`config.mk`:
```
export PLATFORM = sky130hd
export DESIGN_NAME = pixelOutputStage
export DESIGN_NICKNAME = d
export VERILOG_FILES = /design/src/pixelPkg.sv /design/src/videoPkg.sv /design/src/pixelOutputStage.sv
export SDC_FILE = /design/constraint.sdc
export NUM_CORES = 1
export LEC_CHECK = 0
export BUFFER_PORTS_ARGS = -buffer_cell sky130_fd_sc_hd__buf_2
export CORE_UTILIZATION = 38
export CTS_CLUSTER_DIAMETER = 150
export DETAILED_ROUTE_END_ITERATION = 12
export HOLD_SLACK_MARGIN = 0.08
export PLACE_DENSITY_LB_ADDON = 0.12
export SYNTH_ARGS = -nofsm -noshare
export SYNTH_HDL_FRONTEND = slang
export SYNTH_SLANG_ARGS = --single-unit
```
`constraint.sdc`:
```
create_clock -name ClockA -period 0.8 [get_ports ClockA]
set_input_delay 0.12 -clock ClockA [delete_from_list [all_inputs] [get_ports ClockA]]
set_output_delay 0.12 -clock ClockA [all_outputs]
set_load 0.02 [all_outputs]
```
`src/pixelPkg.sv`:
```
package pixelPkg;

    // RGB565 stores each pixel in two bytes
    localparam int BytesPerPixel = 2;

    // colour fields of one stored pixel
    typedef struct packed {
        logic [4:0] red;
        logic [5:0] green;
        logic [4:0] blue;
    } rgb565T;

    // one pixel word as seen by the memory or by the output stage
    // the low byte lives at the even byte address
    typedef union packed {
        rgb565T rgb;
        struct packed {
            logic [7:0] hi;
            logic [7:0] lo;
        } bytes;
    } pixelWordT;

    // expanded colour sent to the display
    typedef struct packed {
        logic [7:0] red;
        logic [7:0] green;
        logic [7:0] blue;
    } rgb888T;

endpackage

```
`src/videoPkg.sv`:
```
package videoPkg;

    // timing flags for one scan position
    typedef struct packed {
        logic hSync;
        logic vSync;
        logic active;
    } videoSyncT;

    // one beat on the video output
    typedef struct packed {
        videoSyncT        sync;
        pixelPkg::rgb888T rgb;
    } videoOutT;

endpackage

```
`src/pixelOutputStage.sv`:
```
`timescale 1ns/10ps

module pixelOutputStage (
    input  logic                ClockA,
    input  logic                rstN,
    input  videoPkg::videoSyncT scanSync,
    input  pixelPkg::pixelWordT rdWord,
    output videoPkg::videoOutT  videoOut
);
    import pixelPkg::*;
    import videoPkg::*;

    // sync delayed to line up with the memory read
    videoSyncT syncD;
    rgb888T    expanded;

    // top bits repeated into the low bits so full scale stays full scale
    always_comb begin
        expanded.red   = {rdWord.rgb.red, rdWord.rgb.red[4:2]};
        expanded.green = {rdWord.rgb.green, rdWord.rgb.green[5:4]};
        expanded.blue  = {rdWord.rgb.blue, rdWord.rgb.blue[4:2]};
    end

    always_ff @(posedge ClockA) begin
        if (!rstN) begin
            syncD    <= '0;
            videoOut <= '0;
        end else begin
            syncD         <= scanSync;
            videoOut.sync <= syncD;
            // black outside the visible area
            videoOut.rgb  <= syncD.active ? expanded : '0;
        end
    end

endmodule

```
# Word-level counts from Yosys, hierarchy flattened
# Index checks and enable logic that the tools add are counted.
# word_totals
reg_bits	30
in_bits	21
output_inout_bits	27
wordCells	10
# classes
reduce_logical	1
# ops
cell	n
$reduce_and 2->1	1

# Logic depth before layout (Yosys ltp)
# depth
depth_word	1
depth_mapped	2
depth_no_buf	1

# Worst setup path before layout
# No wires, ideal clock.
# synth_timing
kind	register to register
startpoint	register syncD[0] in the netlist's numbering
endpoint	register videoOut[24] in the netlist's numbering
setup_time_ns	0.116
arrival_ns	0.603
required_time_ns	0.684
path_slack_ns	0.081
path_stages_with_launch	3
n_path_buf	1
synth_period_minus_slack_ns	0.719
path_cell_list	dfxtp_1 buf_6 and2_2
# synth_lines
element	line	text
start, declared	pixelOutputStage.sv:14	videoSyncT syncD;
start signal, assigned	pixelOutputStage.sv:29	syncD <= scanSync;
end, declared	pixelOutputStage.sv:8	output videoPkg::videoOutT videoOut
# No word-level cell between the ends.

==> run summary <==
status -> finished, violations left
failing checks -> design-rule violations, negative setup slack
Worst Setup End Kind -> output pin
total chip power -> 0.00202 W
die width -> 44.0 um
layout cell share with drive strength beyond 1 -> 69.3%
# diodes -> 0
DR DRC count -> 4
vias in the first global route -> 551
Post-Place Cells -> 107
RSZ-0062 raised after global routing -> true
pwr dens -> 1610 mW/mm2
Crit path max-delay family -> flip-flops
nature of the critical path startpoint -> flip-flop
P&R area growth vs syn -> 87.7%
nets@finish -> 136
Routed Antenna Nets -> 0
Iteration-0 DRC Markers -> 7
Final min period -> 0.894 ns
TritonRoute pass-1 iters -> 8
R2R Setup Slk -> 0.08 ns
hold worst-path end -> videoOut[26]$_SDFF_PN0_
ys async rst share -> 0%
min setup slack post-route -> -0.0937 ns
Post-Syn Area per Cell -> 12.2 um2
final cell count without fillers -> 130
Cell Area, Synth -> 669 um2
via count -> 574
hold slack -> 0.218 ns
TritonCTS Buffers -> 3
warnings from Yosys -> 0
Crit path arrival time -> 0.77 ns
slowest CP cell -> dfxtp_2
Worst Hold Depth -> 2
GPL Wtd Cong -> 0.543
grt ovf -> 0
number of port buffers -> 47
top_reg_cell synth -> dfxtp_1
Max Slew Vio Count -> 0
Largest stage delay, worst path -> 0.36 ns
reg-to-reg startpoint -> syncD[0]$_SDFF_PN0_
Critical Path Fanout Max -> 2
worst min-delay path category -> input port to flip-flop
RR Endpoint -> videoOut[13]$_SDFF_PN0_
Clock Pin Slew Worst Setup and Hold Paths -> 0.11 ns
WL/cell -> 11.9 um
Synth cell types -> 9
Final Setup Violations -> 27
most frequent cell after synthesis -> dfxtp_1
CP Class -> flip-flop to output pin
period utilization -> 112%
Filler cells -> 96
Setup WS pre-CTS -> -0.0648 ns
post-synth top area share -> 65.8%
clock sinks -> 22
first-pass GRT wire length -> 2250 um
TritonCTS clock tree -> built
DRT Wirelength -> 1540 um
Final Hold Viols -> 0
Fmax -> 1120 MHz
Post-synth top cells -> dfxtp_1, and3_1, buf_4, and3_2, and2_1
core area -> 0.00158 mm2
via/cell ratio -> 4.42
antenna violations before repair -> 0
number of I/O pins -> 48
Rel. slew slack -> 81.7%
Worst-Margin Slew -> 0.274 ns
register area share after synthesis -> 65.8%
Worst VDD drop -> 1090 uV
crit path cell chain -> buf_6
worst clock skew -> 0.00177 ns
Chip Height -> 44.0 um
Initial Util -> 42.5%
Post-synth EDFFs -> 0
Required @ worst endpoint -> 0.68 ns
Clock Latency Late Sink -> 0.29 ns
Max-Cap Viols -> 0
DP Wirelength -> 816 um
hold path start -> rstN
largest net degree at the start of global routing -> 23
largest cells by area after synthesis -> dfxtp_1, buf_4, and3_1
crit path buf inv count -> 1
Reg2Reg Depth -> 1
number of cell rows -> 14
Total Die Area -> 0.00193 mm2
Fin Setup TNS -> -2.06 ns
Total Routing Usage GR -> 16.9%
Gate Count Post-Synth -> 55
CTS root buf -> clkbuf_4
H-tree Lvls -> 1
top cell type by total area after synthesis -> dfxtp_1
synthesized flop and latch total -> 22
CTS Buffer Depth -> 2
Pleak -> 0.639 nW
Syn Nets -> 76
-- cells in the final DEF, fill, tap and decap left out, drive strengths merged --
cell type and instances:
buf 47, and3 16, dlygate4sd3 19, and2 6, dfxtp 22, clkbuf 4
-- area by class of cell --
class	instances	area [um2]	area share (%)
Multi-Input combinational cell	22	148	11.8
Clock buffer	4	36.3	2.89
Sequential cell	22	465	37.1
Tap cell	16	20.0	1.59
Timing Repair Buffer	66	587	46.7
-- worst max-delay path by stage --
stage	startpoint	to	slack [ns]	cells after the start
after floorplan	syncD[0]$_SDFF_PN0_	videoOut[24]$_SDFF_PN0_	0.08	2
after global placement	syncD[0]$_SDFF_PN0_	videoOut[14]$_SDFF_PN0_	-0.03	1
after detailed placement	syncD[0]$_SDFF_PN0_	videoOut[12]$_SDFF_PN0_	-0.06	1
after CTS	videoOut[5]$_SDFF_PN0_	videoOut[0]	-0.10	1
after global routing	videoOut[5]$_SDFF_PN0_	videoOut[0]	-0.14	1
final	videoOut[5]$_SDFF_PN0_	videoOut[0]	-0.09	1
-- routing by layer --
layer  track usage [%]  share of wire (%)
met1              15.6                 37
met3              4.17                6.0
met2              32.2                 56
met4              10.9               0.97
met5                 0                  0
-- timing repair --
item                                    in CTS  in global routing
hold endpoints to repair                    19                  0
gates cloned                                 0                  0
hold buffers                                19                  0
endpoints found under the setup margin      44                 27
setup buffers                                0                  0
resized for setup                           64                  8
-- cells by family after synthesis --
kind of cell / Yosys count / synth area share, %
AND/OR/NAND/NOR: 22 / 22.1
buffers and inverters: 11 / 12.1
flip-flops: 22 / 65.8
-- flip-flops by register name, summed over array words and instances (netlist names) --
signal,cells
videoOut,19
syncD,3
-- report_power, final --
| part | switching [W] | internal, W |
|---|---|---|
| Combinational | 0.000103 | 0.000180 |
| Clock | 0.000297 | 0.000277 |
| Sequential | 0.0000254 | 0.00114 |
| Total | 0.000425 | 0.00159 |
-- through the flow --
| stage | util [%] | cell area [um2] |
|---|---|---|
| floorplan | - | 669 |
| global placement | 53.5 | 843 |
| detailed placement | 53.5 | 843 |
| CTS | 77.8 | 1230 |
| global route | 79.7 | 1260 |
| finish | 79.7 | 1260 |
No activity file was read; power rests on OpenSTA's default activity.
