File: config.mk
export PLATFORM = sky130hd
export DESIGN_NAME = hostWritePort
export DESIGN_NICKNAME = d
export VERILOG_FILES = /design/src/pixelPkg.sv /design/src/hostWritePort.sv
export SDC_FILE = /design/constraint.sdc
export NUM_CORES = 1
export LEC_CHECK = 0
export BUFFER_PORTS_ARGS = -buffer_cell sky130_fd_sc_hd__buf_4
export CAP_MARGIN = 20
export CORE_UTILIZATION = 43
export CTS_CLUSTER_DIAMETER = 50
export DETAILED_ROUTE_END_ITERATION = 6
export PLACE_DENSITY = 0.78
export SLEW_MARGIN = 5
export SYNTH_ARGS = -nofsm -noshare
export SYNTH_HDL_FRONTEND = slang
export SYNTH_SLANG_ARGS = --single-unit
File: constraint.sdc
create_clock -name ClockA -period 1.9 [get_ports ClockA]
set_clock_uncertainty 0.1 [all_clocks]
set_input_delay 0.19 -clock ClockA [delete_from_list [all_inputs] [get_ports ClockA]]
set_output_delay 0.19 -clock ClockA [all_outputs]
set_load 0.02 [all_outputs]
File: src/pixelPkg.sv
package pixelPkg;

    // RGB565 stores each pixel in two bytes
    localparam int BytesPerPixel = 2;

    // colour fields of one stored pixel
    typedef struct packed {
        logic [4:0] red;
        logic [5:0] green;
        logic [4:0] blue;
    } rgb565T;

    // one pixel word as seen by the memory or by the output stage
    // the low byte lives at the even byte address
    typedef union packed {
        rgb565T rgb;
        struct packed {
            logic [7:0] hi;
            logic [7:0] lo;
        } bytes;
    } pixelWordT;

    // expanded colour sent to the display
    typedef struct packed {
        logic [7:0] red;
        logic [7:0] green;
        logic [7:0] blue;
    } rgb888T;

endpackage

File: src/hostWritePort.sv
`timescale 1ns/10ps

module hostWritePort #(
    parameter int PixelWidth  = 64,
    parameter int PixelHeight = 32
) (
    input  logic       ClockA,
    input  logic       rstN,
    input  logic       loadAddr,
    input  logic       writeStrobe,
    input  logic [$clog2(PixelWidth * PixelHeight * pixelPkg::BytesPerPixel)-1:0] hostAddr,
    input  logic [7:0] hostData,
    output logic       wrEn,
    output logic [$clog2(PixelWidth * PixelHeight * pixelPkg::BytesPerPixel)-1:0] wrAddr,
    output logic [7:0] wrData
);
    import pixelPkg::*;

    localparam int ByteCount = PixelWidth * PixelHeight * BytesPerPixel;
    localparam int ByteAddrW = $clog2(ByteCount);
    localparam logic [ByteAddrW-1:0] LastByte = ByteAddrW'(ByteCount - 1);

    logic [ByteAddrW-1:0] bytePtr;

    // pointer advances on every strobe, even while the memory is clearing
    always_ff @(posedge ClockA) begin
        if (!rstN) begin
            bytePtr <= '0;
        end else if (loadAddr) begin
            bytePtr <= hostAddr;
        end else if (writeStrobe) begin
            bytePtr <= (bytePtr == LastByte) ? '0 : bytePtr + 1'b1;
        end
    end

    // write goes out in the strobe cycle at the current pointer
    assign wrEn   = writeStrobe;
    assign wrAddr = bytePtr;
    assign wrData = hostData;

    assert property (@(posedge ClockA) disable iff (!rstN)
        !(loadAddr && writeStrobe))
        else $error("hostWritePort: loadAddr and writeStrobe together");

endmodule

[After elaboration in Yosys (flattened, before gate mapping)]
Cells that the tools add are included.
Storage, ports and cells
  bits in registers: 12
  input port bits: 24
  output and inout bits: 21
  logic and storage cells: 7
Operators by class
  add/subtract/negate cells: 1
  eq/ne operators: 1
  multiplexer cells: 3
  reductions and logical operators: 1
Operators with widths (number)
  12-bit two-way mux: 3
  12-bit by 1-bit adder with 12-bit output, second input constant: 1
  12-bit equality test, second input constant: 1
  2-bit nonzero test: 1

[Logic depth before layout (Yosys ltp)]
Gate-level depths: netlist of the first run.
  word-level depth: 4
  mapped depth: 5
  mapped depth without buffers: 5

[Worst setup path before layout of the first run]
OpenSTA, ideal clock, no wires.
  kind: reg2reg
  from: register bytePtr[0] (netlist: wrAddr[0])
  to: register bytePtr[2] (netlist: wrAddr[2])
  setup time: 0.118 ns
  arrival: 1.669 ns
  data required time: 1.682 ns
  path slack: 0.013 ns
  cell stages (with the launch flop): 6
  buffers on the path: 0
  period minus slack after synthesis: 1.887 ns
  cells stage by stage: dfxtp_1 ha_1 nand4_2 o41a_1 a221oi_2 nor2_1
Between the ends
  word-level cells in the longest chain between the ends: 4
  elaborated cells between the ends (all ways): 5
  classes of those cells: add/sub: 1; eq/ne: 1; mux: 3
RTL lines
  start, declared: RTL line hostWritePort.sv:23  | logic [ByteAddrW-1:0] bytePtr;
  start signal, assigned: RTL line hostWritePort.sv:30  | bytePtr <= hostAddr;
  start signal, assigned: RTL line hostWritePort.sv:32  | bytePtr <= (bytePtr == LastByte) ? '0 : bytePtr + 1'b1;
  12-bit by 1-bit adder with 12-bit output or 12-bit equality test (tied branches): RTL line hostWritePort.sv:32
  12-bit two-way mux *: RTL line hostWritePort.sv:32
  12-bit two-way mux *: RTL line hostWritePort.sv:31  | end else if (writeStrobe) begin
  12-bit two-way mux *: RTL line hostWritePort.sv:29  | end else if (loadAddr) begin
Every way passes the cells marked *; elsewhere a longest branch is shown, timed or not. The select of a mux whose other input is x is not followed.
A chain may end at the register's enable or synchronous reset.

[Worst setup path in the final report of the first run]
  from: register bytePtr[1] (netlist: wrAddr[1])
  to: register bytePtr[1] (netlist: wrAddr[1])
The elaborated chain is that of the path after synthesis.

==> run_results.csv, run 1 <==
group,metric,value,unit
finish,area_growth,26.81,%
synth,async_flop_share,0,%
floorplanning,start_util,45.94,%
clock_tree,worstSkewPairLatency,0.27,ns
drt,wl,1893,um
synth,synthMuxAreaShare,1.262,%
synth,synth_compound_area_share,21.61,%
sta,tightest_slew,0.3271,ns
synth,synth_area,793.3,um^2
drt,vias,778,
setup_path,path_max_fanout,6,
floorplanning,core-area,1727,um^2
synth,synth_common_cells,"dfxtp_1, buf_4, a21oi_1, nor2_1, and3_1",
synth,synth_top_family_by_area,"simple AND/OR/NAND/NOR gates",
sta,min_period_over_period,93.63,%
synth,synth_nets,121,
drt,firstDrtPassIters,4,
floorplanning,die-area,2021,um^2
synth,synth_seq_area_share,30.28,%
finish,largest_reg_flops,12,
clock_tree,clockBufferDepth,2,
power,ir_drop,0.0003993,V
clock_tree,cts-root-buf,"clkbuf_4",
global_route,grt_pass1_vias,738,
global_route,grt_antenna_before_repair,0,
setup_path,ff2ff_setup_slack,0.12,ns
synth,synthCells,96,
drt,ant_nets,0,
drt,wire_per_inst,13.24,um
synth,synth-edff-count,0,
drt,met2WireLength,874,um
place,dp_hpwl,1413,um
sta,finalMaxSlewViolations,0,
power,power.density,636.8,nW/um^2
finish,n_fill_cell,172,
synth,yosys.area.top_type,"dfxtp_1",
synth,syn_avg_cell_area,8.263,um^2
place,routabilityCongestion,0.8252,
flow_run,maxCapViolCount,0,
sta,max-slew-margin-rel,78.00,%
global_route,overflow,0,
drt,wl_met3,111,um
place,dpl_worst_slack,0.03978,ns
clock_tree,cts.clk_slew.worst_paths,0.07,ns
setup_path,reg2reg_to,"wrAddr[1]",
worst_hold_path,min_path_type,"input port to register",
setup_path,r2r-start,"wrAddr[1]",
setup_path,startpoint_type,"register",
synth,synth_adder_area_share,1.577,%
finish,final_nets,144,
power,p_leak,0.4372,nW
sta,min_period,1.779,ns
drt,viasPerCell,5.441,
drt,drt_iter0_markers,19,
place,port_buffers,28,
synth,synth_xor_area_share,8.833,%
synth,yosys_warnings,0,
sta,setup_violations,0,
clock_tree,cts_resized,0,
drt,drc,0,
synth,synth_top_area_share,30.28,%
synth,synth-simple-area-share,23.97,%
clock_tree,ctsHtreeMaxLevel,1,
run_status,status,"complete, no violations",
finish,drive_gt1_share,33.05,%
drt,wirelength_met1,885,um
clock_tree,postCtsSetupBuffers,0,
sta,rsz0062_at_grt,"no",
setup_path,startpoint,"wrAddr[1]",
synth,yosysMostFrequentCell,"dfxtp_1",
setup_path,criticalPathCategory,"register to register",
setup_path,critPathRequiredTime,1.97,ns
global_route,grt_pass1_wl,3187,um
synth,synth.area.top_cells,"dfxtp_1, buf_4, a221oi_2",
floorplanning,fp.dieH,44.95,um
floorplanning,rows,15,
synth,synth-seq-cells,12,
clock_tree,cts_buffers,3,
floorplanning,ios,45,
global_route,grt_max_degree,14,
clock_tree,clkSinkCount,12,
finish,diodes,0,
global_route,grtUsageTotal,21.78,%
synth,ys.flop_type,"dfxtp_1",
setup_path,end_kind,"register",
sta,hold_viol,0,
setup_path,endpoint,"wrAddr[1]",
sta,setup_tns,0,ns
power,total_power,0.6406,mW
setup_path,r2r_cells,5,
sta,clock.fmax,562.1,MHz
clock_tree,cts_tree,"built",
sta,worst_slack,0.1211,ns
synth,synth_cell_type_count,32,
drt,maxUsedRoutingLayer,"met4",
floorplanning,die-width,44.95,um
setup_path,critical_path_arrival,1.84,ns
## cell usage in the layout (no fill, tap or decap)
master / n
nor2_1: 7
dfxtp_1: 12
nand4_1: 1
o41a_1: 1
o22ai_1: 2
and4_1: 1
buf_4: 30
clkbuf_8: 1
xnor2_1: 5
and2_1: 1
nand4_2: 2
nand2_1: 4
nor4_1: 3
ha_1: 1
nor3_1: 4
nand3_1: 4
a221oi_2: 3
a211oi_1: 2
o31a_1: 1
o21ai_0: 4
clkbuf_4: 3
clkinv_1: 1
inv_1: 4
o21a_1: 1
a21oi_1: 7
mux2i_1: 1
and3_1: 6
xor2_1: 3
o41ai_1: 1
nor2b_1: 1
a22oi_1: 1
## worst min-delay path by stage
stage           startpoint         to  slack, ns  cells past startpoint
2_1_floorplan         rstN  wrAddr[0]       0.21                      1
3_3_place_gp   hostData[2]  wrData[2]       0.28                      0
3_5_place_dp   hostData[2]  wrData[2]       0.28                      0
4_1_cts               rstN  wrAddr[0]       0.04                      2
5_1_grt               rstN  wrAddr[0]       0.05                      2
6_report       hostAddr[4]  wrAddr[4]       0.05                      3
## final cells by class
type / count / area [um^2] / share of cell area, %
Multi-Input combinational cell: 67 / 454.2 / 45.15
Sequential cell: 12 / 240.2 / 23.88
Timing Repair Buffer: 30 / 225.2 / 22.39
Clock buffer: 4 / 36.28 / 3.607
Tap cell: 25 / 31.28 / 3.109
Inverter: 5 / 18.77 / 1.866
## metal layers
metal,vias up,track usage [%]
met1,361,27.70
met5,-,0
met4,0,8.485
li1,386,-
met2,29,35.65
met3,2,4.800
## power by group
part / internal, mW / leakage [nW] / switching, mW / total, mW
combinational: 0.0733 / 0.317 / 0.0761 / 0.149
sequential: 0.268 / 0.0993 / 0.0213 / 0.289
clock: 0.117 / 0.0210 / 0.0858 / 0.202
total: 0.458 / 0.437 / 0.183 / 0.641
## critical path, stage by stage, from the launching register on
cell and delay [ns]:
dfxtp_1 0.39, ha_1 0.26, nand4_2 0.15, o41a_1 0.45, a221oi_2 0.26, nor2_1 0.06
## metrics by stage
step / utilization [%] / hold slack [ns] / area [um^2] / cells
2_1_floorplan: - / 0.2117 / 793.3 / 96
3_3_place_gp: 56.16 / 0.2801 / 969.7 / 139
3_5_place_dp: 56.16 / 0.2801 / 969.7 / 139
4_1_cts: 58.26 / 0.04329 / 1006 / 143
5_1_grt: 58.26 / 0.04862 / 1006 / 143
6_report: 58.26 / 0.04508 / 1006 / 143
## logic make-up (layout without fill, tap and decap cells)
group           Yosys count  after routing
simple gates             34             34
compound gates           23             23
buf+inv                  17             39
flops                    12             12
xor+xnor                  8              8
fa+ha+maj                 1              1
mux                       1              1
## repair_timing
action	4_1_cts	5_1_grt
endpoints found under the hold margin	0	0
hold buffers	0	0
setup endpoints to repair	0	5
Power figures use the tool's default switching activity.
==> run 2, diff against run 1 <==
--- a/config.mk
+++ b/config.mk
@@ -5,12 +5,11 @@
 export SDC_FILE = /design/constraint.sdc
 export NUM_CORES = 1
 export LEC_CHECK = 0
-export BUFFER_PORTS_ARGS = -buffer_cell sky130_fd_sc_hd__buf_4
 export CAP_MARGIN = 20
-export CORE_UTILIZATION = 43
+export CORE_UTILIZATION = 50
 export CTS_CLUSTER_DIAMETER = 50
 export DETAILED_ROUTE_END_ITERATION = 6
-export PLACE_DENSITY = 0.78
+export DONT_BUFFER_PORTS = 1
 export SLEW_MARGIN = 5
 export SYNTH_ARGS = -nofsm -noshare
 export SYNTH_HDL_FRONTEND = slang
==> run 2 against run 1 <==
Compared with the run above: the run now ends with negative hold slack left; largest cell class unchanged; critical path type unchanged; register-to-register slack gained 0.05 ns; critical path depth is the same; clock power is 20% lower; die area is 13% lower; core utilization up 3.8 points; largest power group unchanged; combinational power down 9%; count of clock-buffer cells in the layout is 1 lower; hold slack lost 0.049 ns; sequential share of layout area up 2.1 points.
==> run_results.csv, run 2 (synthesis results as in run 1) <==
group,metric,value,unit
finish,drive_gt1_share,19.63,%
clock_tree,cts_resized,0,
drt,viasPerCell,6.220,
global_route,grtUsageTotal,23.23,%
setup_path,critical_path_arrival,1.80,ns
run_status,status,"complete, but fails checks",
clock_tree,clkSinkCount,12,
run_status,violations,"negative hold slack",
drt,drc,0,
power,total_power,0.5761,mW
floorplanning,die-area,1750,um^2
sta,clock.fmax,576.8,MHz
power,power.density,623.9,nW/um^2
sta,hold_viol,2,
drt,firstDrtPassIters,4,
global_route,grtUsageMet1,30.52,%
floorplanning,fp.dieH,41.83,um
setup_path,startpoint_type,"register",
sta,setup_violations,0,
clock_tree,ctsHtreeMaxLevel,1,
setup_path,critPathRequiredTime,1.97,ns
global_route,grt_pass1_wl,3091,um
flow_run,maxCapViolCount,0,
setup_path,r2r-start,"wrAddr[0]",
place,dp_hpwl,1317,um
sta,min_period_over_period,91.25,%
drt,drt_iter0_markers,18,
global_route,grt_max_degree,13,
sta,max-slew-margin-rel,75.89,%
floorplanning,start_util,53.28,%
finish,layout_common_cells,"buf_4, dfxtp_1, nor2_1, a21oi_1, dlygate4sd3_1",
setup_path,ff2ff_setup_slack,0.17,ns
finish,layout_commonest_cell,"buf_4",
global_route,overflow,0,
setup_path,path_max_fanout,6,
drt,ant_nets,0,
clock_tree,cts_buffers,3,
power,ir_drop,0.0003178,V
clock_tree,clockBufferDepth,2,
sta,tightest_slew,0.3612,ns
clock_tree,cts_tree,"built",
worst_hold_path,hp-start,"hostAddr[8]",
floorplanning,rows,14,
drt,vias,765,
drt,wl,1895,um
global_route,grt_antenna_before_repair,0,
setup_path,criticalPathCategory,"register to register",
worst_hold_path,min_path_type,"input port to register",
finish,diodes,0,
sta,setup_tns,0,ns
floorplanning,core-area,1489,um^2
sta,min_period,1.734,ns
floorplanning,die-width,41.83,um
global_route,use_met3,4.348,%
finish,largest_reg_flops,12,
clock_tree,worstSkewPairLatency,0.28,ns
floorplanning,ios,45,
finish,n_fill_cell,143,
clock_tree,cts.clk_slew.worst_paths,0.08,ns
setup_path,end_kind,"register",
place,routabilityCongestion,0.7852,
global_route,met2_usage,33.75,%
sta,rsz0062_at_grt,"no",
place,port_buffers,0,
drt,wire_per_inst,15.41,um
power,p_leak,0.3774,nW
worst_hold_path,hold_depth,2,
worst_hold_path,holdPathEnd,"wrAddr[8]",
global_route,top_usage_layer,"met2",
sta,finalMaxSlewViolations,0,
finish,final_nets,134,
clock_tree,cts-root-buf,"clkbuf_4",
setup_path,reg2reg_to,"wrAddr[1]",
setup_path,r2r_cells,5,
finish,area_growth,16.40,%
global_route,grt_pass1_vias,712,
sta,holdWs,-0.003464,ns
[run 2: changes by cell type in the layout (fill, tap and decap cells not counted), sizes merged]
cell         change
buf             -17
dlygate4sd3      +7
clkbuf           -1
[run 2: power breakdown]
part / leakage, nW / switching (mW) / internal, mW
Sequential: 0.0993 / 0.0122 / 0.268
Clock: 0.0138 / 0.0877 / 0.0735
Combinational: 0.264 / 0.0750 / 0.0600
[run 2: final cells by class]
type	instances	area [um^2]	share of cell area, %
multi-input combinational	67	454.2	49.19
tap	16	20.02	2.168
inverter	5	18.77	2.033
clock buffer	3	22.52	2.439
sequential	12	240.2	26.02
timing repair buffer	20	167.7	18.16
[run 2: layer usage]
| metal | vias up | wire (um) | share of wire (%) |
|---|---|---|---|
| met5 | - | 0 | 0 |
| met4 | 0 | 72 | 3.8 |
| met3 | 13 | 116 | 6.1 |
| met2 | 31 | 810 | 43 |
| met1 | 354 | 895 | 47 |
| li1 | 367 | - | - |
[run 2: per-stage QoR]
stage          hold slack (ns)  cell area [um^2]  util [%]  setup WS (ns)  cells
5_1_grt               0.005779             923.4     62.02        0.09044    123
4_1_cts               0.001496             923.4     62.02         0.1701    123
6_report             -0.003464             923.4     62.02         0.1663    123
3_3_place_gp            0.2246             830.8     55.80         0.2241    113
3_5_place_dp            0.2161             830.8     55.80         0.1854    113
2_1_floorplan           0.2117             793.3         -        0.01267     96
[run 2: worst max-delay path, stage by stage, from the launching register on]
cell	delay (ns)
dfxtp_1	0.34
ha_1	0.20
nand4_2	0.14
o41a_1	0.54
a221oi_2	0.25
nor2_1	0.06
[run 2: what timing repair did]
| item | 4_1_cts | 5_1_grt |
|---|---|---|
| hold buffers | 7 | 0 |
| buffers inserted | 0 | 0 |
| hold endpoints to repair | 10 | 0 |
[run 2: worst max-delay path by stage]
stage | from | to | cells after the start
final | wrAddr[0] | wrAddr[1] | 5
after detailed placement | wrAddr[0] | wrAddr[1] | 5
after global placement | wrAddr[0] | wrAddr[1] | 5
after global routing | wrAddr[0] | wrAddr[1] | 5
after CTS | wrAddr[0] | wrAddr[1] | 5
after floorplan | wrAddr[0] | wrAddr[2] | 5
