===== src/pixelPkg.sv =====
package pixelPkg;

    // RGB565 stores each pixel in two bytes
    localparam int BytesPerPixel = 2;

    // colour fields of one stored pixel
    typedef struct packed {
        logic [4:0] red;
        logic [5:0] green;
        logic [4:0] blue;
    } rgb565T;

    // one pixel word as seen by the memory or by the output stage
    // the low byte lives at the even byte address
    typedef union packed {
        rgb565T rgb;
        struct packed {
            logic [7:0] hi;
            logic [7:0] lo;
        } bytes;
    } pixelWordT;

    // expanded colour sent to the display
    typedef struct packed {
        logic [7:0] red;
        logic [7:0] green;
        logic [7:0] blue;
    } rgb888T;

endpackage


===== src/videoPkg.sv =====
package videoPkg;

    // timing flags for one scan position
    typedef struct packed {
        logic hSync;
        logic vSync;
        logic active;
    } videoSyncT;

    // one beat on the video output
    typedef struct packed {
        videoSyncT        sync;
        pixelPkg::rgb888T rgb;
    } videoOutT;

endpackage


===== src/scanTimer.sv =====
`timescale 1ns/10ps

module scanTimer #(
    parameter int PixelWidth  = 64,
    parameter int PixelHeight = 32,
    parameter int HBlank      = 16,
    parameter int VBlank      = 4
) (
    input  logic                ClockA,
    input  logic                rstN,
    input  logic                clearBusy,
    output logic [$clog2(PixelWidth * PixelHeight)-1:0] rdPixel,
    output videoPkg::videoSyncT scanSync
);
    localparam int HTotal     = PixelWidth + HBlank;
    localparam int VTotal     = PixelHeight + VBlank;
    localparam int ColW       = $clog2(HTotal);
    localparam int LineW      = $clog2(VTotal);
    localparam int PixelAddrW = $clog2(PixelWidth * PixelHeight);

    // position that will be presented on the next cycle
    logic [ColW-1:0]       colCnt;
    logic [LineW-1:0]      lineCnt;
    logic                  colActive;
    logic                  lineActive;
    logic                  lastCol;
    logic                  lastLine;
    logic [PixelAddrW-1:0] pixelIndex;

    assign colActive  = colCnt < ColW'(PixelWidth);
    assign lineActive = lineCnt < LineW'(PixelHeight);
    assign lastCol    = colCnt == ColW'(HTotal - 1);
    assign lastLine   = lineCnt == LineW'(VTotal - 1);

    // linear pixel index, only meaningful inside the active area
    assign pixelIndex = PixelAddrW'(lineCnt) * PixelAddrW'(PixelWidth)
                      + PixelAddrW'(colCnt);

    // held at 0,0 with sync low until the frame memory is clean
    always_ff @(posedge ClockA) begin
        if (!rstN || clearBusy) begin
            colCnt   <= '0;
            lineCnt  <= '0;
            scanSync <= '0;
            rdPixel  <= '0;
        end else begin
            scanSync.active <= colActive && lineActive;
            // hsync covers the whole horizontal blank
            scanSync.hSync  <= !colActive;
            scanSync.vSync  <= !lineActive;
            rdPixel         <= (colActive && lineActive) ? pixelIndex : '0;

            colCnt <= lastCol ? '0 : colCnt + 1'b1;
            if (lastCol) begin
                lineCnt <= lastLine ? '0 : lineCnt + 1'b1;
            end
        end
    end

    assert property (@(posedge ClockA) disable iff (!rstN)
        (colCnt <= ColW'(HTotal - 1)) && (lineCnt <= LineW'(VTotal - 1)))
        else $error("scanTimer: counter past its total");

endmodule


===== config.mk =====
export PLATFORM = sky130hd
export DESIGN_NAME = scanTimer
export DESIGN_NICKNAME = d
export VERILOG_FILES = /design/src/pixelPkg.sv /design/src/videoPkg.sv /design/src/scanTimer.sv
export SDC_FILE = /design/constraint.sdc
export NUM_CORES = 1
export LEC_CHECK = 0
export BUFFER_PORTS_ARGS = -buffer_cell sky130_fd_sc_hd__buf_2
export CORE_AREA = 2 2 59 61
export DETAILED_ROUTE_END_ITERATION = 16
export DIE_AREA = 0 0 61 63
export SLEW_MARGIN = 0
export SYNTH_ARGS = -nofsm -noshare
export SYNTH_HDL_FRONTEND = slang
export SYNTH_SLANG_ARGS = --single-unit
export TNS_END_PERCENT = 1

===== constraint.sdc =====
create_clock -name ClockA -period 1.7 [get_ports ClockA]
set_clock_uncertainty 0.15 [all_clocks]
set_input_delay 0.51 -clock ClockA [delete_from_list [all_inputs] [get_ports ClockA]]
set_output_delay 0.51 -clock ClockA [all_outputs]
set_load 0.03 [all_outputs]

# Word-level counts from Yosys, hierarchy flattened
# Cells that the tools add are included.
[classes] n_mux=1 n_eq_ne=2 n_addsub=3 bitwise=1 n_reduce_logical=7 magnitude_cmp=2
[ops] op="adder 11 x 7 -> 11 bit" n=1
[ops] op="adder 7 x 1 -> 7 bit, second input constant" n=1
[ops] op="equality test 7 bit, second input constant" n=1
[ops] op="< comparator 7 bit, second input constant" n=1
[ops] op="adder 6 x 1 -> 6 bit, second input constant" n=1
[ops] op="equality test 6 bit, second input constant" n=1
[ops] op="< comparator 6 bit, second input constant" n=1
[ops] op="2-to-1 mux 6 bit" n=1
[ops] op="OR reduction 2 bit" n=2
[ops] op="logical NOT 1 bit" n=3
[ops] op="logical AND 1 bit" n=1
[ops] op="logical OR 1 bit" n=1
[ops] op="NOT 1 bit" n=1
[word_totals] in_bits=3 register_bits=27 output_inout_bits=14 wordCells=22

# Longest topological paths before layout
# Gate-level depths: netlist of run 1.
[depth] depth_word=4 mapped_depth=5 depth_no_buf=5

# Worst setup path after synthesis of run 1
# Ideal clock, no wire load.
[synth_timing] path_kind="in2reg" startpoint="in rstN" endpoint="reg rdPixel[5]" n_path_buf=1 arrival_ns=1.636 setup_ns=0.059 required_ns=1.491 path_stages=5 setup_slack_ns=-0.145 path_cell_list="or2b_2 > buf_4 > or3_2 > inv_1 > and2_1"
[synth_between] elab_chain_len=3
[synth_lines] element="start: declaration" line_no="scanTimer.sv:10" text="input logic rstN,"
[synth_lines] element="logical NOT 1 bit" line_no="scanTimer.sv:41" text="if (!rstN || clearBusy) begin"
[synth_lines] element="logical OR 1 bit" line_no="scanTimer.sv:41"
[synth_lines] element="OR reduction 2 bit (no line)"
[synth_lines] element="end signal: assignment" line_no="scanTimer.sv:51" text="rdPixel <= (colActive && lineActive) ? pixelIndex : '0;"
[synth_lines] element="end: declaration" line_no="scanTimer.sv:12" text="output logic [$clog2(PixelWidth * PixelHeight)-1:0] rdPixel,"
# Every way passes these cells.
# A chain may end at the register's enable or synchronous reset.

# Worst setup path in the final report of run 1
[layout_timing] startpoint="reg colCnt[0]" endpoint="reg lineCnt[5]"
[layout_between] elab_chain_len=1
[layout_lines] element="start: declaration" line_no="scanTimer.sv:22" text="logic [ColW-1:0] colCnt;"
[layout_lines] element="start signal: assignment" line_no="scanTimer.sv:53" text="colCnt <= lastCol ? '0 : colCnt + 1'b1;"
[layout_lines] element="equality test 7 bit" line_no="scanTimer.sv:32" text="assign lastCol = colCnt == ColW'(HTotal - 1);"
[layout_lines] element="end signal: assignment" line_no="scanTimer.sv:55" text="lineCnt <= lastLine ? '0 : lineCnt + 1'b1;"
[layout_lines] element="end: declaration" line_no="scanTimer.sv:23" text="logic [LineW-1:0] lineCnt;"
# Every way passes these cells.

==> qor.yml, run 1 <==
logic_synthesis:
  syn-cell-area_um2: 1100
  ys_types: 35
  synth_fp_nets: 115
  synth_mux_area_share_pct: 0
  async_reset_ff_share_pct: 0
  ys_seq_elements: 27
  syn_area_per_cell_um2: 10.2
  synth_fa_ha_area_share_pct: 4.56
  synth-compound-area-share_pct: 11.9
  synth_flop_cell: "dfxtp_1"
  synth_edf_count: 0
  synth_warnings: 0
  synth_xor_area_share_pct: 4.79
  synth_top_family_by_area: "simple AND/OR/NAND/NOR gates"
  synth_cells: 108
  synth_simple_gate_area_share_pct: 24.7
  ys_seq_area_share_pct: 49.3
power:
  netSwitchingPower_uw: 200
  peakVddDrop_mv: 0.220
  intPower_uw: 746
  p_leak_uw: 0.000581
  sw_frac_of_total_pct: 21.1
  pwr-share-seq_pct: 67.6
  p_comb_share_pct: 3.9
  pwr_density_cell_nw_per_um2: 680
  clkPwrFrac_pct: 28.5
grt:
  antenna_found_initial: 0
  grt_usage_pct: 11.5
  grt_pass1_wl_um: 3330
  grt_overflow: 0
  grt_start_max_net_pins: 15
  grt_pass1_vias: 784
placed_design:
  port_buffers: 16
  dp_hpwl_um: 1550
  post_dp_cell_area_um2: 1340
  gp_congestion: 0.793
sta:
  fmax_ghz: 0.605
  fin_crit_ns: 1.65
  hold_viol_final: 0
  tightestPinTransition_ns: 0.308
  period_share_pct: 97.2
  setup_viol: 0
  relSlewSlack_pct: 79.2
  slew_violations: 0
  rsz0062_at_grt: "false"
clock_tree:
  cts.sinks: 27
  cts_buffers: 3
  htreeDepth: 1
  cts.clk_slew.worst_paths_ns: 0.14
  cts_root_buffer: "clkbuf_4"
  clock_latency_ns: 0.32
  clockBufferDepth: 2
  cts_tree: "built"
routing:
  dr.pass1.iters: 6
  wirelength_um: 2100
  vias: 868
  drc: 0
  wl_per_cell_um: 11.1
  ant_nets: 0
  drt_iter0_markers: 18
  via_per_inst: 4.59
worst_setup_path:
  cp-start-kind: "register"
  path_class: "reg2reg"
  cp-end-kind: "register"
  worst_ep_arrival_time_ns: 1.74
  r2r_cells: 4
  required_ns: 1.79
  cp_max_fo: 5
cells_and_area:
  drive_gt1_share_pct: 38.5
  design_area_um2: 1390
  antenna_cells: 0
  fin_nets: 151
  nFillCells: 313
  final_core_util_pct: 43.0
  multi_input_area_um2: 519
  area_growth_pct: 26.7
  register_area_um2: 549
outcome:
  status: "completed"
hold_path:
  min_path_cells: 2
  hold_path_class: "reg2reg"
job:
  drv_cap: 0
floorplan:
  boundaryPins: 17
  die_x_um: 61
  design.die.area_um2: 3840
  num_rows: 21
  fp.dieH_um: 63
  start_util_pct: 34.0
  core_area_um2: 3230
worst max-delay path, stage by stage (launching register included):
cell	delay, ns
dfxtp_2	0.35
ha_2	0.18
nand3_2	0.13
or4_4	0.56
o311ai_2	0.21
registers in the layout, summed over array words and instances (netlist names):
register	cells
colCnt	7
lineCnt	6
rdPixel	11
scanSync	3
kinds of logic after synthesis:
kind of cell | Yosys count
AOI/OAI and AO/OA | 20
buffers and inverters | 8
xor gates and xnor gates | 6
adders and majority gates | 4
DFF | 27
and+or+nand+nor | 43
per-layer routing:
metal	up-vias	share of wire, %	routed length (um)	global-route usage [%]
met2	13	51	1060	18.7
met3	4	2.1	44	1.86
met1	402	45	944	14.3
li1	449	-	-	-
met5	-	0	0	0
met4	0	2.2	46	5.71
final cells by class:
cell class / count / share of cell area [%]
repair buffers: 35 / 16.0
inverters: 4 / 1.08
well taps: 46 / 4.14
flip-flops and latches: 27 / 39.5
multi-input cells: 73 / 37.4
clock buffers: 4 / 1.89
metrics by stage:
| step | setup WS, ns | setup TNS (ns) | instances | hold slack (ns) | power (uW) |
|---|---|---|---|---|---|
| 2_1_floorplan | -0.0640 | -0.0640 | 108 | 0.276 | 673 |
| 3_3_place_gp | -0.0114 | -0.0870 | 184 | 0.356 | 689 |
| 3_5_place_dp | -0.0413 | -0.262 | 184 | 0.376 | 690 |
| 4_1_cts | 0.0172 | 0 | 189 | 0.364 | 952 |
| 5_1_grt | 0.00672 | 0 | 189 | 0.370 | 985 |
| 6_report | 0.0478 | 0 | 189 | 0.364 | 946 |
path summary, 6_finish.rpt:
path                            startpoint  slack [ns]    endpoint
worst max-delay path             colCnt[0]        0.05  lineCnt[5]
worst min-delay path             colCnt[0]        0.36   colCnt[0]
worst max register to register   colCnt[0]        0.05  lineCnt[5]
worst min register to register   colCnt[0]        0.36   colCnt[0]
repair_timing:
item	4_1_cts	5_1_grt
setup endpoints to repair	1	2
buffers inserted	1	0
hold buffers	0	0
pin swaps	2	1
gates resized for setup	4	6
gates cloned	0	0
cells in the mapped netlist, types with 2 or more instances:
cell type   n  share of area [%]
xor2_1      3                2.4
dfxtp_1    27                 49
xnor2_1     3                2.4
a21oi_1     6                2.7
nor2b_1     2                1.1
or4_1       2                1.4
buf_4       2                1.4
nor2_1      8                2.7
o21ai_0     7                3.2
o31ai_1     2                1.4
nand2_1     2               0.68
inv_1       4                1.4
and2_1      8                4.6
ha_1        4                4.6
buf_6       2                2.1
nand3_1     7                3.2
power groups by stage:
stage	combinational (uW)	sequential [uW]	clock (uW)
floorplan	15.4	658	0
global placement	36.3	653	0
detailed placement	37.0	653	0
CTS	37.2	639	276
global route	40.5	640	304
finish	36.7	639	270
cell usage in the layout, fill, tap and decap left out, types with 2 or more instances in the layout:
master    instances
a21oi_1           6
and2_1            8
buf_2            16
buf_4            19
clkbuf_4          3
dfxtp_1          20
dfxtp_2           7
ha_1              3
inv_1             3
nand2_1           2
nand3_1           6
nor2_1            8
nor2b_1           2
o21ai_0           7
o31ai_1           2
or4_1             2
xnor2_1           3
xor2_1            3
(Power assumes the default switching activity.)
==> run 2: changes to the inputs <==
Settings changed: SETUP_SLACK_MARGIN set to 0.2.
==> run 2 against run 1 <==
Compared with the run above: hold slack worse by 0.039 ns; register-to-register slack about the same; global-route usage up 1.9 points; largest cell class is now multi-input combinational cells; combinational power about the same; first-iteration DRC count up 50%; clock-buffer cell count down 1.
==> qor.yml, run 2 (same netlist as run 1, synthesis figures left out) <==
cells_and_area:
  drive_gt1_share_pct: 39.7  # +1.3 points
  largest-register: "rdPixel"
  design_area_um2: 1420  # +2.1%
  final_core_util_pct: 43.9  # +0.89 points
  antenna_cells: 0  # unchanged
  fin_nets: 149  # -1.3%
  reg.largest.list: "rdPixel x11, colCnt x7, lineCnt x6"
  stdcell_count: 187  # -1.1%
  final_common_cell: "dfxtp_1"
  largest_reg_flops: 11  # unchanged
  final_cell_mix: "dfxtp_1 (20), buf_2 (16), buf_4 (16), and2_1 (8), nor2_1 (8)"
  area_growth_pct: 29.3
clock_tree:
  htreeDepth: 1  # unchanged
  cts_buffers: 3  # unchanged
  cts.sinks: 27  # unchanged
  cts_tree: "built"
  cts.clk_slew.worst_paths_ns: 0.16  # +0.02 ns
  clockBufferDepth: 2  # unchanged
  clock_latency_ns: 0.34  # +0.02 ns
  cts_root_buffer: "clkbuf_4"
sta:
  fmax_ghz: 0.607  # +0.27%
  hold_viol_final: 0  # unchanged
  setup_viol: 0  # unchanged
  relSlewSlack_pct: 82.8  # +3.6 points
  tightestPinTransition_ns: 0.255  # -0.0532 ns
  rsz0062_at_grt: "true"
  slew_violations: 0  # unchanged
  fin_crit_ns: 1.65  # -0.00439 ns
  period_share_pct: 96.9  # -0.26 points
worst_setup_path:
  path_buf_inv: 1  # +1
  path_class: "reg2reg"
  required_ns: 1.83  # +0.04 ns
  cp-end-kind: "register"
  critPathSlowestCell: "or4_1"
  cpLargestDelayFamily: "simple AND/OR/NAND/NOR gates"
  cp-start-kind: "register"
  cp_max_fo: 8  # +3
  path_cells: "ha_4 -> nand3_2 -> buf_6 -> or4_1 -> a21oi_2"
  slowest_delay_ns: 0.51  # -0.05 ns
  worst_ep_arrival_time_ns: 1.78  # +0.04 ns
outcome:
  status: "completed"
power:
  peakVddDrop_mv: 0.293  # +33%
  pwr_density_cell_nw_per_um2: 690  # +1.4%
  clkPwrFrac_pct: 30.7  # +2.2 points
  pwr-share-seq_pct: 65.5  # -2.1 points
  p_comb_share_pct: 3.8  # about the same
  p_leak_uw: 0.000577  # -0.56%
  netSwitchingPower_uw: 228  # +14%
  intPower_uw: 750  # +0.62%
  sw_frac_of_total_pct: 23.3  # +2.2 points
grt:
  grt_pass1_wl_um: 3900  # +17%
  grt_pass1_vias: 885  # +13%
  antenna_found_initial: 0  # unchanged
  grt_start_max_net_pins: 18  # +3
  grt_usage_pct: 13.5  # +1.9 points
  grt_overflow: 0  # unchanged
routing:
  ant_nets: 0  # unchanged
  via_per_inst: 4.66  # +1.5%
  vias: 872  # +0.46%
  drt_iter0_markers: 27  # +9
  wl_per_cell_um: 12.1  # +8.8%
  wirelength_um: 2260  # +7.7%
  dr.pass1.iters: 4  # -2
  drc: 0  # unchanged
placed_design:
  post_dp_cell_area_um2: 1330  # -0.47%
  dp_hpwl_um: 1560  # +0.57%
  dp.cells: 182  # -1.1%
  gp_congestion: 0.815  # +2.8%
  port_buffers: 16  # unchanged
floorplan:
  boundaryPins: 17  # unchanged
  num_rows: 21  # unchanged
  core_area_um2: 3230  # unchanged
  fp.dieH_um: 63  # unchanged
  design.die.area_um2: 3840  # unchanged
  start_util_pct: 34.0  # unchanged
  die_x_um: 61  # unchanged
job:
  drv_cap: 0  # unchanged
hold_path:
  hold_path_class: "in2reg"
## run 2: metrics by stage
stage / worst slack, ns / TNS [ns] / hold slack, ns / power, uW
detailed placement: -0.0103 / -0.0254 / 0.344 / 689
CTS: 0.0539 / 0 / 0.320 / 987
global placement: 0.00560 / 0 / 0.329 / 688
finish: 0.0522 / 0 / 0.325 / 979
global route: 0.00879 / 0 / 0.329 / 1020
floorplan: 0.0307 / 0 / 0.276 / 676
## run 2: routing by layer
layer  up-vias  part of all wire (%)  global-route usage, %
li1        446                     -                      -
met5         -                     0                      0
met3         4                   2.3                   1.86
met2        17                    50                   22.0
met4         0                   1.9                   8.15
met1       405                    46                   16.0
## run 2: power groups by stage
| stage | logic [uW] | registers [uW] | clock network, uW |
|---|---|---|---|
| after floorplan | 18.1 | 658 | 0 |
| after global placement | 35.1 | 653 | 0 |
| after detailed placement | 36.1 | 653 | 0 |
| after CTS | 37.6 | 641 | 308 |
| after global routing | 41.8 | 642 | 335 |
| final | 37.0 | 641 | 301 |
## run 2: path summary, 6_finish.rpt
| path | depth (start not counted) | endpoint | startpoint | slack (ns) |
|---|---|---|---|---|
| setup / recovery | 5 | lineCnt[3] | colCnt[0] | 0.05 |
| hold / removal | 2 | scanSync[1] | rstN | 0.33 |
| setup reg to reg | 5 | lineCnt[3] | colCnt[0] | 0.05 |
| hold reg to reg | 1 | rdPixel[1] | colCnt[1] | 0.37 |
## run 2: repair_timing
| action | in CTS | in global routing |
|---|---|---|
| pin swaps | 3 | 0 |
| endpoints found under the hold margin | 0 | 0 |
| setup buffers | 1 | 0 |
| setup endpoints to repair | 24 | 25 |
| hold buffers | 0 | 0 |
| resized for setup | 10 | 1 |
## run 2: layout make-up
class                           instances  area, um^2
Timing Repair Buffer                   33         211
Clock inverter                          1        8.76
Clock buffer                            3        22.5
Sequential cell                        27         549
Inverter                                4        17.5
Tap cell                               46        57.6
Multi-Input combinational cell         73         552
Fill cell                             325        1810
## run 2: worst reg2reg max path: stages (launching register included)
cell	delay (ns)
dfxtp_2	0.39
ha_4	0.15
nand3_2	0.11
buf_6	0.15
or4_1	0.51
a21oi_2	0.13
==> run 3: changes to the inputs <==
Settings changed: BUFFER_PORTS_ARGS -buffer_cell sky130_fd_sc_hd__buf_2 to unset, DONT_BUFFER_PORTS set to 1.
==> run 3 against run 2 <==
Compared with the run above: die area did not move; fmax fell by 0.55%; highest routed layer unchanged; flip-flop and latch count stayed put.
==> qor.yml, run 3 (same netlist as run 1, synthesis figures left out) <==
sta:
  tightestPinTransition_ns: 0.463  # +0.209 ns
  fin_setup_tns_ns: 0  # unchanged
  period_share_pct: 97.5  # +0.54 points
  holdWs_ns: 0.229  # -0.0958 ns
  fmax_ghz: 0.604  # -0.55%
  setup_viol: 0  # unchanged
  relSlewSlack_pct: 69.1  # -14 points
  fin_crit_ns: 1.66  # +0.00914 ns
  rsz0062_at_grt: "true"
  slew_violations: 0  # unchanged
  hold_viol_final: 0  # unchanged
placed_design:
  port_buffers: 0  # -16
  dp_hpwl_um: 1520  # -2.9%
  post_dp_cell_area_um2: 1240  # -6.6%
  gp_congestion: 0.758  # -7.0%
worst_setup_path:
  r2r_start: "colCnt[4]"
  reg2reg_to: "lineCnt[5]"
  slowest_delay_ns: 0.43  # -0.08 ns
  crit_end: "lineCnt[5]"
  path_class: "reg2reg"
  worst_ep_arrival_time_ns: 1.75  # -0.03 ns
  cp-start-kind: "register"
  critPathSlowestCell: "or4_4"
  cp-end-kind: "register"
  required_ns: 1.80  # -0.03 ns
  cp_max_fo: 5  # -3
  regToRegSetupSlack_ns: 0.04  # about the same
  crit_start: "colCnt[4]"
  path_cells: "or3b_4 -> or4_4 -> o311ai_2"
  r2r_cells: 3  # -2
grt:
  grt_pass1_vias: 848  # -4.2%
  grt_pass1_wl_um: 3670  # -5.8%
  grt_usage_pct: 12.8  # -0.68 points
  grt_start_max_net_pins: 16  # -2
  antenna_found_initial: 0  # unchanged
  grt_overflow: 0  # unchanged
power:
  pwr-share-seq_pct: 67.7  # +2.2 points
  clkPwrFrac_pct: 28.8  # -1.9 points
  pwr_density_cell_nw_per_um2: 709  # +2.8%
  intPower_uw: 744  # -0.87%
  p_leak_uw: 0.000502  # -13%
  p_total_uw: 953  # -2.6%
  p_comb_share_pct: 3.4  # -0.4 points
  sw_frac_of_total_pct: 22.0  # -1.4 points
  peakVddDrop_mv: 0.266  # -9.1%
  netSwitchingPower_uw: 209  # -8.4%
cells_and_area:
  final_common_cell: "dfxtp_1"
  drive_gt1_share_pct: 32.3  # -7.4 points
  largest-register: "rdPixel"
  fin_nets: 135  # -9.4%
  area_growth_pct: 22.5
  antenna_cells: 0  # unchanged
  design_area_um2: 1340  # -5.3%
  reg.largest.list: "rdPixel x11, colCnt x7, lineCnt x6"
  largest_reg_flops: 11  # unchanged
  final_cell_mix: "dfxtp_1 (20), buf_4 (18), and2_1 (8), nor2_1 (8)"
routing:
  drt_iter0_markers: 23  # -15%
  vias: 845  # -3.1%
  via_per_inst: 4.88  # +4.7%
  ant_nets: 0  # unchanged
  drc: 0  # unchanged
  wl_per_cell_um: 12.7  # +5.2%
  dr.pass1.iters: 4  # unchanged
  wirelength_um: 2200  # -2.7%
outcome:
  status: "completed"
floorplan:
  core_area_um2: 3230  # unchanged
  start_util_pct: 34.0  # unchanged
  fp.dieH_um: 63  # unchanged
  boundaryPins: 17  # unchanged
  design.die.area_um2: 3840  # unchanged
  die_x_um: 61  # unchanged
  num_rows: 21  # unchanged
clock_tree:
  cts_hold_buffers: 0  # unchanged
  cts_buffers: 3  # unchanged
  cts.clk_slew.worst_paths_ns: 0.14  # -0.02 ns
  cts_root_buffer: "clkbuf_4"
  cts_tree: "built"
  htreeDepth: 1  # unchanged
  clock_latency_ns: 0.33  # about the same
  clockBufferDepth: 2  # unchanged
  cts.sinks: 27  # unchanged
hold_path:
  hp-start: "rstN"
  hold_path_class: "in2reg"
job:
  drv_cap: 0  # unchanged
[run 3: power by group through the flow]
| stage | Combinational (uW) | Clock, uW | Sequential [uW] |
|---|---|---|---|
| 2_1_floorplan | 18.1 | 0 | 658 |
| 3_3_place_gp | 26.7 | 0 | 657 |
| 3_5_place_dp | 27.0 | 0 | 658 |
| 4_1_cts | 28.4 | 290 | 644 |
| 5_1_grt | 35.6 | 325 | 646 |
| 6_report | 32.9 | 275 | 645 |
[run 3: metrics by stage]
stage                     std cells  util, %  worst slack, ns
after floorplan                 108        -           0.0307
after global placement          165     38.4           0.0291
after detailed placement        165     38.4          0.00762
after CTS                       171     40.4           0.0492
after global routing            173     41.6           0.0163
final                           173     41.6           0.0431
[run 3: metal layers]
metal  track usage (%)  up-vias  wire (um)
li1                  -      420          -
met4              8.97        0         65
met2              19.5       14       1060
met5                 0        -          0
met3              2.28        6         47
met1              15.6      405       1020
[run 3: how the worst min path moves through the flow]
stage | to | slack, ns | depth (start not counted)
global placement | colCnt[0] | 0.36 | 2
global route | scanSync[1] | 0.21 | 1
CTS | scanSync[1] | 0.22 | 1
detailed placement | colCnt[0] | 0.36 | 2
finish | scanSync[1] | 0.23 | 1
floorplan | colCnt[0] | 0.28 | 1
[run 3: repair_timing]
action / 4_1_cts / 5_1_grt
gates cloned: 0 / 0
pin swaps: 2 / 2
gates resized for setup: 6 / 5
setup endpoints to repair: 19 / 27
buffers inserted: 2 / 2
[run 3: cell type report]
| class | count | area [um^2] |
|---|---|---|
| clock buffers | 3 | 22.5 |
| clock inverters | 1 | 5.00 |
| well taps | 46 | 57.6 |
| fillers | 327 | 1890 |
| multi-input cells | 73 | 546 |
| inverters | 4 | 17.5 |
| flip-flops and latches | 27 | 549 |
| repair buffers | 19 | 146 |
[run 3: worst max-delay path: cells and delay by family (launching register included)]
family / cells / cell delay [ns]
AND/OR/NAND/NOR: 2 / 0.85
flip-flops: 1 / 0.35
AO/OA/AOI/OAI: 1 / 0.23
